File: src/rtl/ifu_defines.svh
// Instruction fetch unit constants
// reset pc, bus widths and the pacing LFSR setup shared by the RTL
// and the testbench

`ifndef IFU_DEFINES_SVH
`define IFU_DEFINES_SVH

// first fetch address out of reset
`define IFU_RESET_PC 32'h8000_0000

// address and instruction width
`define IFU_XLEN 32

// width of the random pacing delay, 0 to 15 cycles
`define IFU_DELAY_BITS 4

// LFSR start value, must not be zero
`define IFU_LFSR_SEED 4'd1

`endif
File: src/rtl/ifu_pkg.sv
// Instruction fetch unit types
// address and instruction words, AXI read response codes,
// fetch FSM states and the RV32I major opcodes

`include "ifu_defines.svh"

package ifu_pkg;

	// byte address on the read bus
	typedef logic [`IFU_XLEN-1:0] addr_t;

	// raw instruction word
	typedef logic [`IFU_XLEN-1:0] inst_t;

	// AXI read response
	typedef enum logic [1:0] {
		OKAY   = 2'b00,
		EXOKAY = 2'b01,
		SLVERR = 2'b10,
		DECERR = 2'b11
	} resp_t;

	// fetch FSM, one pass per instruction
	typedef enum logic [1:0] {
		FETCH_ADDR  = 2'b00,
		FETCH_DATA  = 2'b01,
		FETCH_ISSUE = 2'b10,
		FETCH_WAIT  = 2'b11
	} fetch_state_t;

	// major opcodes of the supported subset, inst[6:0]
	typedef enum logic [6:0] {
		LUI    = 7'b0110111,
		AUIPC  = 7'b0010111,
		JAL    = 7'b1101111,
		JALR   = 7'b1100111,
		BRANCH = 7'b1100011,
		LOAD   = 7'b0000011,
		STORE  = 7'b0100011,
		OP_IMM = 7'b0010011,
		OP     = 7'b0110011,
		SYSTEM = 7'b1110011
	} opcode_t;

endpackage

File: src/rtl/redirect_if.sv
// Redirect bundle from the core to the pc generator
// plain levels, sampled only when the fetch FSM advances

`timescale 1ns/1ns

interface redirect_if;
	import ifu_pkg::*;

	logic  branch_taken;
	addr_t branch_target;
	logic  jmp;
	addr_t jmp_target;
	logic  csr_jmp;
	addr_t csr_pc;

	// driven from the top level input ports
	modport src (
		output branch_taken, branch_target, jmp, jmp_target, csr_jmp, csr_pc
	);

	// read by the pc generator
	modport dst (
		input branch_taken, branch_target, jmp, jmp_target, csr_jmp, csr_pc
	);

endinterface

File: src/rtl/ifu_top.sv
// Instruction fetch unit top level
// ties the fetch FSM to the pc generator, bus pacer and
// legality screen, with plain ports toward core and bus

`timescale 1ns/1ns

module ifu_top (
	input  logic           clk,
	input  logic           rst,
	// redirect requests from the core
	input  logic           branch_taken_i,
	input  ifu_pkg::addr_t branch_target_i,
	input  logic           jmp_i,
	input  ifu_pkg::addr_t jmp_target_i,
	input  logic           csr_jmp_i,
	input  ifu_pkg::addr_t csr_pc_i,
	input  logic           finish_i,
	// AXI-lite read master
	output ifu_pkg::addr_t araddr_o,
	output logic           arvalid_o,
	input  logic           arready_i,
	input  ifu_pkg::inst_t rdata_i,
	input  ifu_pkg::resp_t rresp_i,
	input  logic           rvalid_i,
	output logic           rready_o,
	// to decode
	output logic           inst_valid_o,
	output ifu_pkg::inst_t inst_o,
	output ifu_pkg::addr_t pc_o,
	output logic           illegal_o,
	output logic           bus_err_o
);
	import ifu_pkg::*;

	addr_t        pc;
	logic         advance;
	fetch_state_t state;
	logic         ar_go;
	logic         r_go;
	logic         illegal;

	redirect_if rd_bus ();

	assign rd_bus.branch_taken  = branch_taken_i;
	assign rd_bus.branch_target = branch_target_i;
	assign rd_bus.jmp           = jmp_i;
	assign rd_bus.jmp_target    = jmp_target_i;
	assign rd_bus.csr_jmp       = csr_jmp_i;
	assign rd_bus.csr_pc        = csr_pc_i;

	fetch_ctrl u_fetch_ctrl (
		.clk          (clk),
		.rst          (rst),
		.finish_i     (finish_i),
		.pc_i         (pc),
		.advance_o    (advance),
		.state_o      (state),
		.ar_go_i      (ar_go),
		.r_go_i       (r_go),
		.illegal_i    (illegal),
		.araddr_o     (araddr_o),
		.arvalid_o    (arvalid_o),
		.arready_i    (arready_i),
		.rdata_i      (rdata_i),
		.rresp_i      (rresp_i),
		.rvalid_i     (rvalid_i),
		.rready_o     (rready_o),
		.inst_valid_o (inst_valid_o),
		.inst_o       (inst_o),
		.pc_o         (pc_o),
		.illegal_o    (illegal_o),
		.bus_err_o    (bus_err_o)
	);

	pc_gen u_pc_gen (
		.clk       (clk),
		.rst       (rst),
		.rd        (rd_bus.dst),
		.advance_i (advance),
		.pc_o      (pc)
	);

	bus_pacer u_bus_pacer (
		.clk     (clk),
		.rst     (rst),
		.state_i (state),
		.ar_go_o (ar_go),
		.r_go_o  (r_go)
	);

	// screened straight off the read data, latched at the handshake
	inst_legal_check u_inst_legal_check (
		.inst_i    (rdata_i),
		.illegal_o (illegal)
	);

endmodule

File: src/rtl/fetch_ctrl.sv
// Fetch control
// four-state fetch FSM driving an AXI-lite read master,
// captures the returned word at the data handshake and presents it
// to decode for one cycle, then waits for the finish strobe

`timescale 1ns/1ns

module fetch_ctrl (
	input  logic                  clk,
	input  logic                  rst,
	input  logic                  finish_i,
	input  ifu_pkg::addr_t        pc_i,
	output logic                  advance_o,
	output ifu_pkg::fetch_state_t state_o,
	input  logic                  ar_go_i,
	input  logic                  r_go_i,
	input  logic                  illegal_i,
	// AXI-lite read channels
	output ifu_pkg::addr_t        araddr_o,
	output logic                  arvalid_o,
	input  logic                  arready_i,
	input  ifu_pkg::inst_t        rdata_i,
	input  ifu_pkg::resp_t        rresp_i,
	input  logic                  rvalid_i,
	output logic                  rready_o,
	// decode side
	output logic                  inst_valid_o,
	output ifu_pkg::inst_t        inst_o,
	output ifu_pkg::addr_t        pc_o,
	output logic                  illegal_o,
	output logic                  bus_err_o
);
	import ifu_pkg::*;

	fetch_state_t state_q;
	fetch_state_t state_d;
	logic         ar_hs;
	logic         r_hs;

	// valid and ready wait for the pacer, never for the other side
	assign arvalid_o = (state_q == FETCH_ADDR) && ar_go_i;
	assign rready_o  = (state_q == FETCH_DATA) && r_go_i;
	// pc only moves on advance, so it is stable for the whole fetch
	assign araddr_o  = pc_i;

	assign ar_hs = arvalid_o && arready_i;
	assign r_hs  = rready_o && rvalid_i;

	always_comb begin
		state_d = state_q;
		case (state_q)
			FETCH_ADDR: begin
				if (ar_hs) begin
					state_d = FETCH_DATA;
				end
			end
			FETCH_DATA: begin
				if (r_hs) begin
					state_d = FETCH_ISSUE;
				end
			end
			FETCH_ISSUE: begin
				state_d = FETCH_WAIT;
			end
			FETCH_WAIT: begin
				if (finish_i) begin
					state_d = FETCH_ADDR;
				end
			end
			default: begin
				state_d = FETCH_ADDR;
			end
		endcase
	end

	always_ff @(posedge clk) begin
		if (rst) begin
			state_q <= FETCH_ADDR;
		end else begin
			state_q <= state_d;
		end
	end

	// error responses are not retried, just flagged
	always_ff @(posedge clk) begin
		if (r_hs) begin
			inst_o    <= rdata_i;
			pc_o      <= pc_i;
			illegal_o <= illegal_i;
			bus_err_o <= (rresp_i != OKAY);
		end
	end

	assign inst_valid_o = (state_q == FETCH_ISSUE);
	assign advance_o    = (state_q == FETCH_WAIT) && finish_i;
	assign state_o      = state_q;

endmodule

File: src/rtl/bus_pacer.sv
// Bus pacer
// draws a random delay from a 4-bit LFSR on entry to each bus phase
// and raises that phase's go level once the delay has run out

`timescale 1ns/1ns
`include "ifu_defines.svh"

module bus_pacer (
	input  logic                  clk,
	input  logic                  rst,
	input  ifu_pkg::fetch_state_t state_i,
	output logic                  ar_go_o,
	output logic                  r_go_o
);
	import ifu_pkg::*;

	logic [`IFU_DELAY_BITS-1:0] lfsr_q;
	logic [`IFU_DELAY_BITS-1:0] target_q;
	logic [`IFU_DELAY_BITS-1:0] count_q;
	logic [`IFU_DELAY_BITS-1:0] cur_target;
	logic [`IFU_DELAY_BITS-1:0] cur_count;
	fetch_state_t               prev_q;
	logic                       entry;
	logic                       expired;

	// state change means a new phase starts this cycle
	assign entry      = (state_i != prev_q);
	assign cur_target = entry ? lfsr_q : target_q;
	assign cur_count  = entry ? '0 : count_q;
	assign expired    = (cur_count == cur_target);

	always_ff @(posedge clk) begin
		if (rst) begin
			// x^4 + x^3 + 1, period 15
			lfsr_q   <= `IFU_LFSR_SEED;
			target_q <= '0;
			count_q  <= '0;
			// makes the first cycle out of reset count as an entry
			prev_q   <= FETCH_WAIT;
		end else begin
			lfsr_q   <= {lfsr_q[2:0], lfsr_q[3] ^ lfsr_q[2]};
			target_q <= cur_target;
			// saturate at the target
			count_q  <= expired ? cur_count : cur_count + 1'b1;
			prev_q   <= state_i;
		end
	end

	assign ar_go_o = expired && (state_i == FETCH_ADDR);
	assign r_go_o  = expired && (state_i == FETCH_DATA);

endmodule

File: src/rtl/inst_legal_check.sv
// Instruction legality screen
// flags any fetched word outside the supported RV32I subset,
// pure combinational, no decode beyond the screen

`timescale 1ns/1ns

module inst_legal_check (
	input  ifu_pkg::inst_t inst_i,
	output logic           illegal_o
);
	import ifu_pkg::*;

	// fixed system words
	localparam inst_t ECALL  = 32'h0000_0073;
	localparam inst_t EBREAK = 32'h0010_0073;
	localparam inst_t MRET   = 32'h3020_0073;

	opcode_t    opcode;
	logic [2:0] funct3;
	logic [6:0] funct7;
	logic       legal;

	assign opcode = opcode_t'(inst_i[6:0]);
	assign funct3 = inst_i[14:12];
	assign funct7 = inst_i[31:25];

	always_comb begin
		legal = 1'b0;
		case (opcode)
			LUI, AUIPC, JAL: begin
				legal = 1'b1;
			end
			JALR: begin
				legal = (funct3 == 3'd0);
			end
			// funct3 2 and 3 are unused in the branch space
			BRANCH: begin
				legal = (funct3 != 3'd2) && (funct3 != 3'd3);
			end
			LOAD: begin
				legal = (funct3 == 3'd0) || (funct3 == 3'd1) || (funct3 == 3'd2) ||
					(funct3 == 3'd4) || (funct3 == 3'd5);
			end
			STORE: begin
				legal = (funct3 == 3'd0) || (funct3 == 3'd1) || (funct3 == 3'd2);
			end
			OP_IMM: begin
				case (funct3)
					// slli
					3'd1: legal = (funct7 == 7'h00);
					// srli or srai
					3'd5: legal = (funct7 == 7'h00) || (funct7 == 7'h20);
					default: legal = 1'b1;
				endcase
			end
			OP: begin
				legal = 1'b1;
			end
			// only csrrw and csrrs, plus the exact trap words
			SYSTEM: begin
				legal = (funct3 == 3'd1) || (funct3 == 3'd2) ||
					(inst_i == ECALL) || (inst_i == EBREAK) || (inst_i == MRET);
			end
			default: begin
				legal = 1'b0;
			end
		endcase
	end

	assign illegal_o = ~legal;

endmodule

File: src/rtl/pc_gen.sv
// Program counter
// holds the fetch pc and loads the next one when the current
// instruction finishes, choosing by priority
//   csr/trap jump, jump, taken branch, pc + 4

`timescale 1ns/1ns
`include "ifu_defines.svh"

module pc_gen (
	input  logic           clk,
	input  logic           rst,
	redirect_if.dst        rd,
	input  logic           advance_i,
	output ifu_pkg::addr_t pc_o
);
	import ifu_pkg::*;

	addr_t pc_q;
	addr_t pc_plus_4;
	addr_t pc_next;

	assign pc_plus_4 = pc_q + addr_t'(4);

	// trap return beats everything else
	always_comb begin
		if (rd.csr_jmp) begin
			pc_next = rd.csr_pc;
		end else if (rd.jmp) begin
			pc_next = rd.jmp_target;
		end else if (rd.branch_taken) begin
			pc_next = rd.branch_target;
		end else begin
			pc_next = pc_plus_4;
		end
	end

	always_ff @(posedge clk) begin
		if (rst) begin
			pc_q <= `IFU_RESET_PC;
		end else if (advance_i) begin
			pc_q <= pc_next;
		end
	end

	assign pc_o = pc_q;

endmodule

File: config.mk
export PLATFORM = sky130hd
export DESIGN_NAME = ifu_top
export DESIGN_NICKNAME = d
export VERILOG_FILES = /design/src/rtl/ifu_pkg.sv /design/src/rtl/redirect_if.sv /design/src/rtl/ifu_top.sv /design/src/rtl/fetch_ctrl.sv /design/src/rtl/bus_pacer.sv /design/src/rtl/inst_legal_check.sv /design/src/rtl/pc_gen.sv
export VERILOG_INCLUDE_DIRS = /design/src /design/src/rtl
export SDC_FILE = /design/constraint.sdc
export NUM_CORES = 1
export LEC_CHECK = 0
export ABC_AREA = 0
export BUFFER_PORTS_ARGS = -buffer_cell sky130_fd_sc_hd__buf_2
export CAP_MARGIN = 20
export CORE_MARGIN = 1.5
export CORE_UTILIZATION = 53
export CTS_CLUSTER_DIAMETER = 40
export CTS_CLUSTER_SIZE = 30
export DETAILED_ROUTE_END_ITERATION = 10
export GPL_TIMING_DRIVEN = 0
export PLACE_DENSITY = 0.86
export SYNTH_ARGS = -nofsm -noshare
export SYNTH_HDL_FRONTEND = slang
export SYNTH_HIERARCHICAL = 1
export SYNTH_SLANG_ARGS = --single-unit
File: constraint.sdc
create_clock -name clk -period 5.7 [get_ports clk]
set_input_delay 0.57 -clock clk [delete_from_list [all_inputs] [get_ports clk]]
set_output_delay 0.57 -clock clk [all_outputs]
set_load 0.01 [all_outputs]
==> flow_summary.json <==
{
  "drv_slew": 0,
  "drt-met1-wl_um": 7070,
  "maxCapViolations": 0,
  "worstHoldStart": "rdata_i[10]",
  "critPathRequiredTime_ps": 6110,
  "synth_edf_count": 66,
  "seq_area_frac_synth_pct": 49.4,
  "syn-cell-area_mm2": 0.00595,
  "setup_ws_ps": 2900,
  "port_buffers": 238,
  "ys_ff_latch": 114,
  "cts_root_buf": "clkbuf_8",
  "top_layer_used": "met4",
  "dp_slack_ps": 2950,
  "antenna_found_initial": 2,
  "critPathLaunch": "u_fetch_ctrl/state_o[1]",
  "gr-total-overflow": 0,
  "synth_ff_type": "edfxtp_1",
  "ys.warnings.count": 6,
  "via_per_inst": 6.11,
  "leakage_nw": 3.36,
  "ant_nets": 0,
  "fp.dieW_um": 109,
  "finalSetupTns_ps": 0,
  "fin_nets": 1000,
  "cts_tree": "yes",
  "synth_top_cell_area_share_pct": 33.3,
  "syn_inst": 599,
  "synth_nets": 742,
  "clk_pin_slew_worst_paths_ps": 60,
  "cts_buffer_depth": 2,
  "wl_met2_um": 9590,
  "crit_fanout": 10,
  "dp_hpwl_um": 14300,
  "vias": 6188,
  "gp_congestion": 0.919,
  "path_common_cell": "clkbuf_1",
  "core_mm2": 0.0109,
  "path_cells": "ha_1 -> and2_1 -> clkbuf_1 -> clkbuf_1 -> clkbuf_1 -> a31oi_1 -> a311oi_1",
  "slew_headroom_pct": 50.8,
  "wl_per_cell_um": 19.5,
  "p_per_area_mw_per_mm2": 287,
  "dieHeight_um": 109,
  "rrSetupSlack_ps": 2900,
  "avgSynthCellArea_um2": 9.94,
  "area_delta_synth_final_pct": 33.3,
  "cts_hold_buf": 0,
  "outcome": "completed",
  "rows": 38,
  "ir_drop_uv": 188,
  "critical-path-slowest-cell": "clkbuf_1",
  "synth.area.top_cells": "edfxtp_1 33%, dfxtp_1 16%, buf_4 4.0%, o21ai_0 2.8%, nand2_1 2.7%",
  "yosysUniqueCellTypes": 68,
  "crit_type": "reg2reg",
  "stdcell_area_mm2": 0.00793,
  "nFillCells": 784,
  "regArea_mm2": 0.00294,
  "r2r_cells": 7,
  "period_minus_slack_ps": 2800,
  "cts_sinks": 114,
  "grt_first_pass_wirelength_um": 29300,
  "wl_met3_um": 2260,
  "fin_util_pct": 72.9,
  "max_stage_delay_ps": 570,
  "dpl-instance-area_mm2": 0.00734,
  "min-delay-path-class": "in2reg",
  "r2r-start": "u_fetch_ctrl/state_o[1]",
  "final-hold-violation-count": 0,
  "drive_above_1_share_pct": 36.4,
  "insertion_delay_ps": 510,
  "start_util_pct": 54.7,
  "async_reset_ff_share_pct": 0,
  "cp-end-kind": "flop",
  "finalCritPeriodShare_pct": 49.2,
  "crit_arrival_ps": 3210,
  "rsz0062_at_grt": "no",
  "finalClockSkew_ps": 9.94,
  "synth.most_common_cell": "edfxtp_1",
  "cts_htree_levels": 4,
  "drc": 0,
  "synth_largest_area_cell": "edfxtp_1",
  "multi_input_area_mm2": 0.00258,
  "ys_top_cells_by_count": "66 x edfxtp_1, 48 x dfxtp_1, 43 x nand2_1",
  "firstDrtPassIters": 6,
  "setup_viol": 0,
  "r2r-end": "u_pc_gen/pc_o[27]",
  "setup.worst_path.end": "u_pc_gen/pc_o[27]",
  "die_area_mm2": 0.0119,
  "cts_setup_buffers": 0,
  "grt_pass1_vias": 5865,
  "crit_path_start_kind": "flop",
  "grt_max_degree": 46,
  "io_pins": 239,
  "drt-initial-drc-count": 725,
  "max_freq_mhz": 357,
  "cts_buffers": 17,
  "post_cts_resized": 0,
  "grt_util_all_layers_pct": 32.7,
  "worst_slew_pin_slew_ps": 738,
  "wl_um": 19700
}
critical path: cells and delay by family (launching register included):
kind                     cells  cell delay [ps]
adder cells (fa/ha/maj)      1              220
AO/OA/AOI/OAI                2              550
flip-flops                   1              500
AND/OR/NAND/NOR              1              120
buffers and inverters        3             1310
power breakdown:
| group | switching (W) | leakage (nW) | total, W | internal [W] |
|---|---|---|---|---|
| Sequential | 0.0000275 | 1.04 | 0.000919 | 0.000892 |
| Clock | 0.000364 | 0.289 | 0.00105 | 0.000687 |
| Combinational | 0.000170 | 2.04 | 0.000304 | 0.000134 |
flip-flops by register name (all words and copies together) (netlist names):
name and flops:
u_bus_pacer/target_q 4, u_fetch_ctrl/inst_o 32, u_fetch_ctrl/bus_err_o 1, u_fetch_ctrl/state_o 2, u_bus_pacer/count_q 4, u_bus_pacer/prev_q 2
u_bus_pacer/lfsr_q 4, u_fetch_ctrl/pc_o 32, u_fetch_ctrl/illegal_o 1, u_pc_gen/pc_o 32
per-layer routing:
layer	up-vias	global-route usage, %
met2	509	56.4
met1	2828	38.2
li1	2769	-
met5	-	0
met3	82	6.75
met4	0	17.3
logic make-up (layout without fill, tap and decap cells):
logic type	after synthesis	in the layout	share of synthesized area, %
simple gates	206	206	18.7
mux	9	9	1.56
buf+inv	81	352	7.15
other cells	0	2	0
xor+xnor	16	16	2.35
fa+ha+maj	5	5	1.05
compound gates	168	168	19.8
flops	114	114	49.4
stage by stage:
stage	std cells	total power, W	hold slack, ps
after CTS	1010	0.00228	230
after detailed placement	978	0.00123	466
after floorplan	599	0.00111	426
after global routing	1012	0.00235	229
after global placement	977	0.00121	452
final	1012	0.00227	256
area by class of cell:
cell class	instances	area share [%]
tap	140	2.21
multi-input combinational	404	32.6
buffer	64	4.56
timing repair buffer	239	15.3
clock buffer	22	5.71
inverter	17	0.804
clock inverter	10	1.70
antenna	2	0.0631
sequential	114	37.1
how the worst min path moves through the flow:
stage                                    endpoint  slack, ps  cells after the start
after floorplan             u_fetch_ctrl/pc_o[10]        430                      0
after global placement       u_fetch_ctrl/pc_o[1]        450                      0
after detailed placement  u_bus_pacer/target_q[2]        470                      2
after CTS                  u_fetch_ctrl/inst_o[9]        230                      1
after global routing      u_fetch_ctrl/inst_o[26]        230                      1
final                     u_fetch_ctrl/inst_o[10]        260                      1
cell usage in the layout, fill, tap and decap left out, drive strengths merged, types with 19 or more instances in the layout:
cell    synthesis  routed
buf            37     276
edfxtp         66      66
clkbuf         27      49
dfxtp          48      48
nand2          43      43
nor2           37      37
o21ai          34      34
a21oi          29      29
nand2b         19      19
nor3           19      19
(Power assumes the default switching activity.)
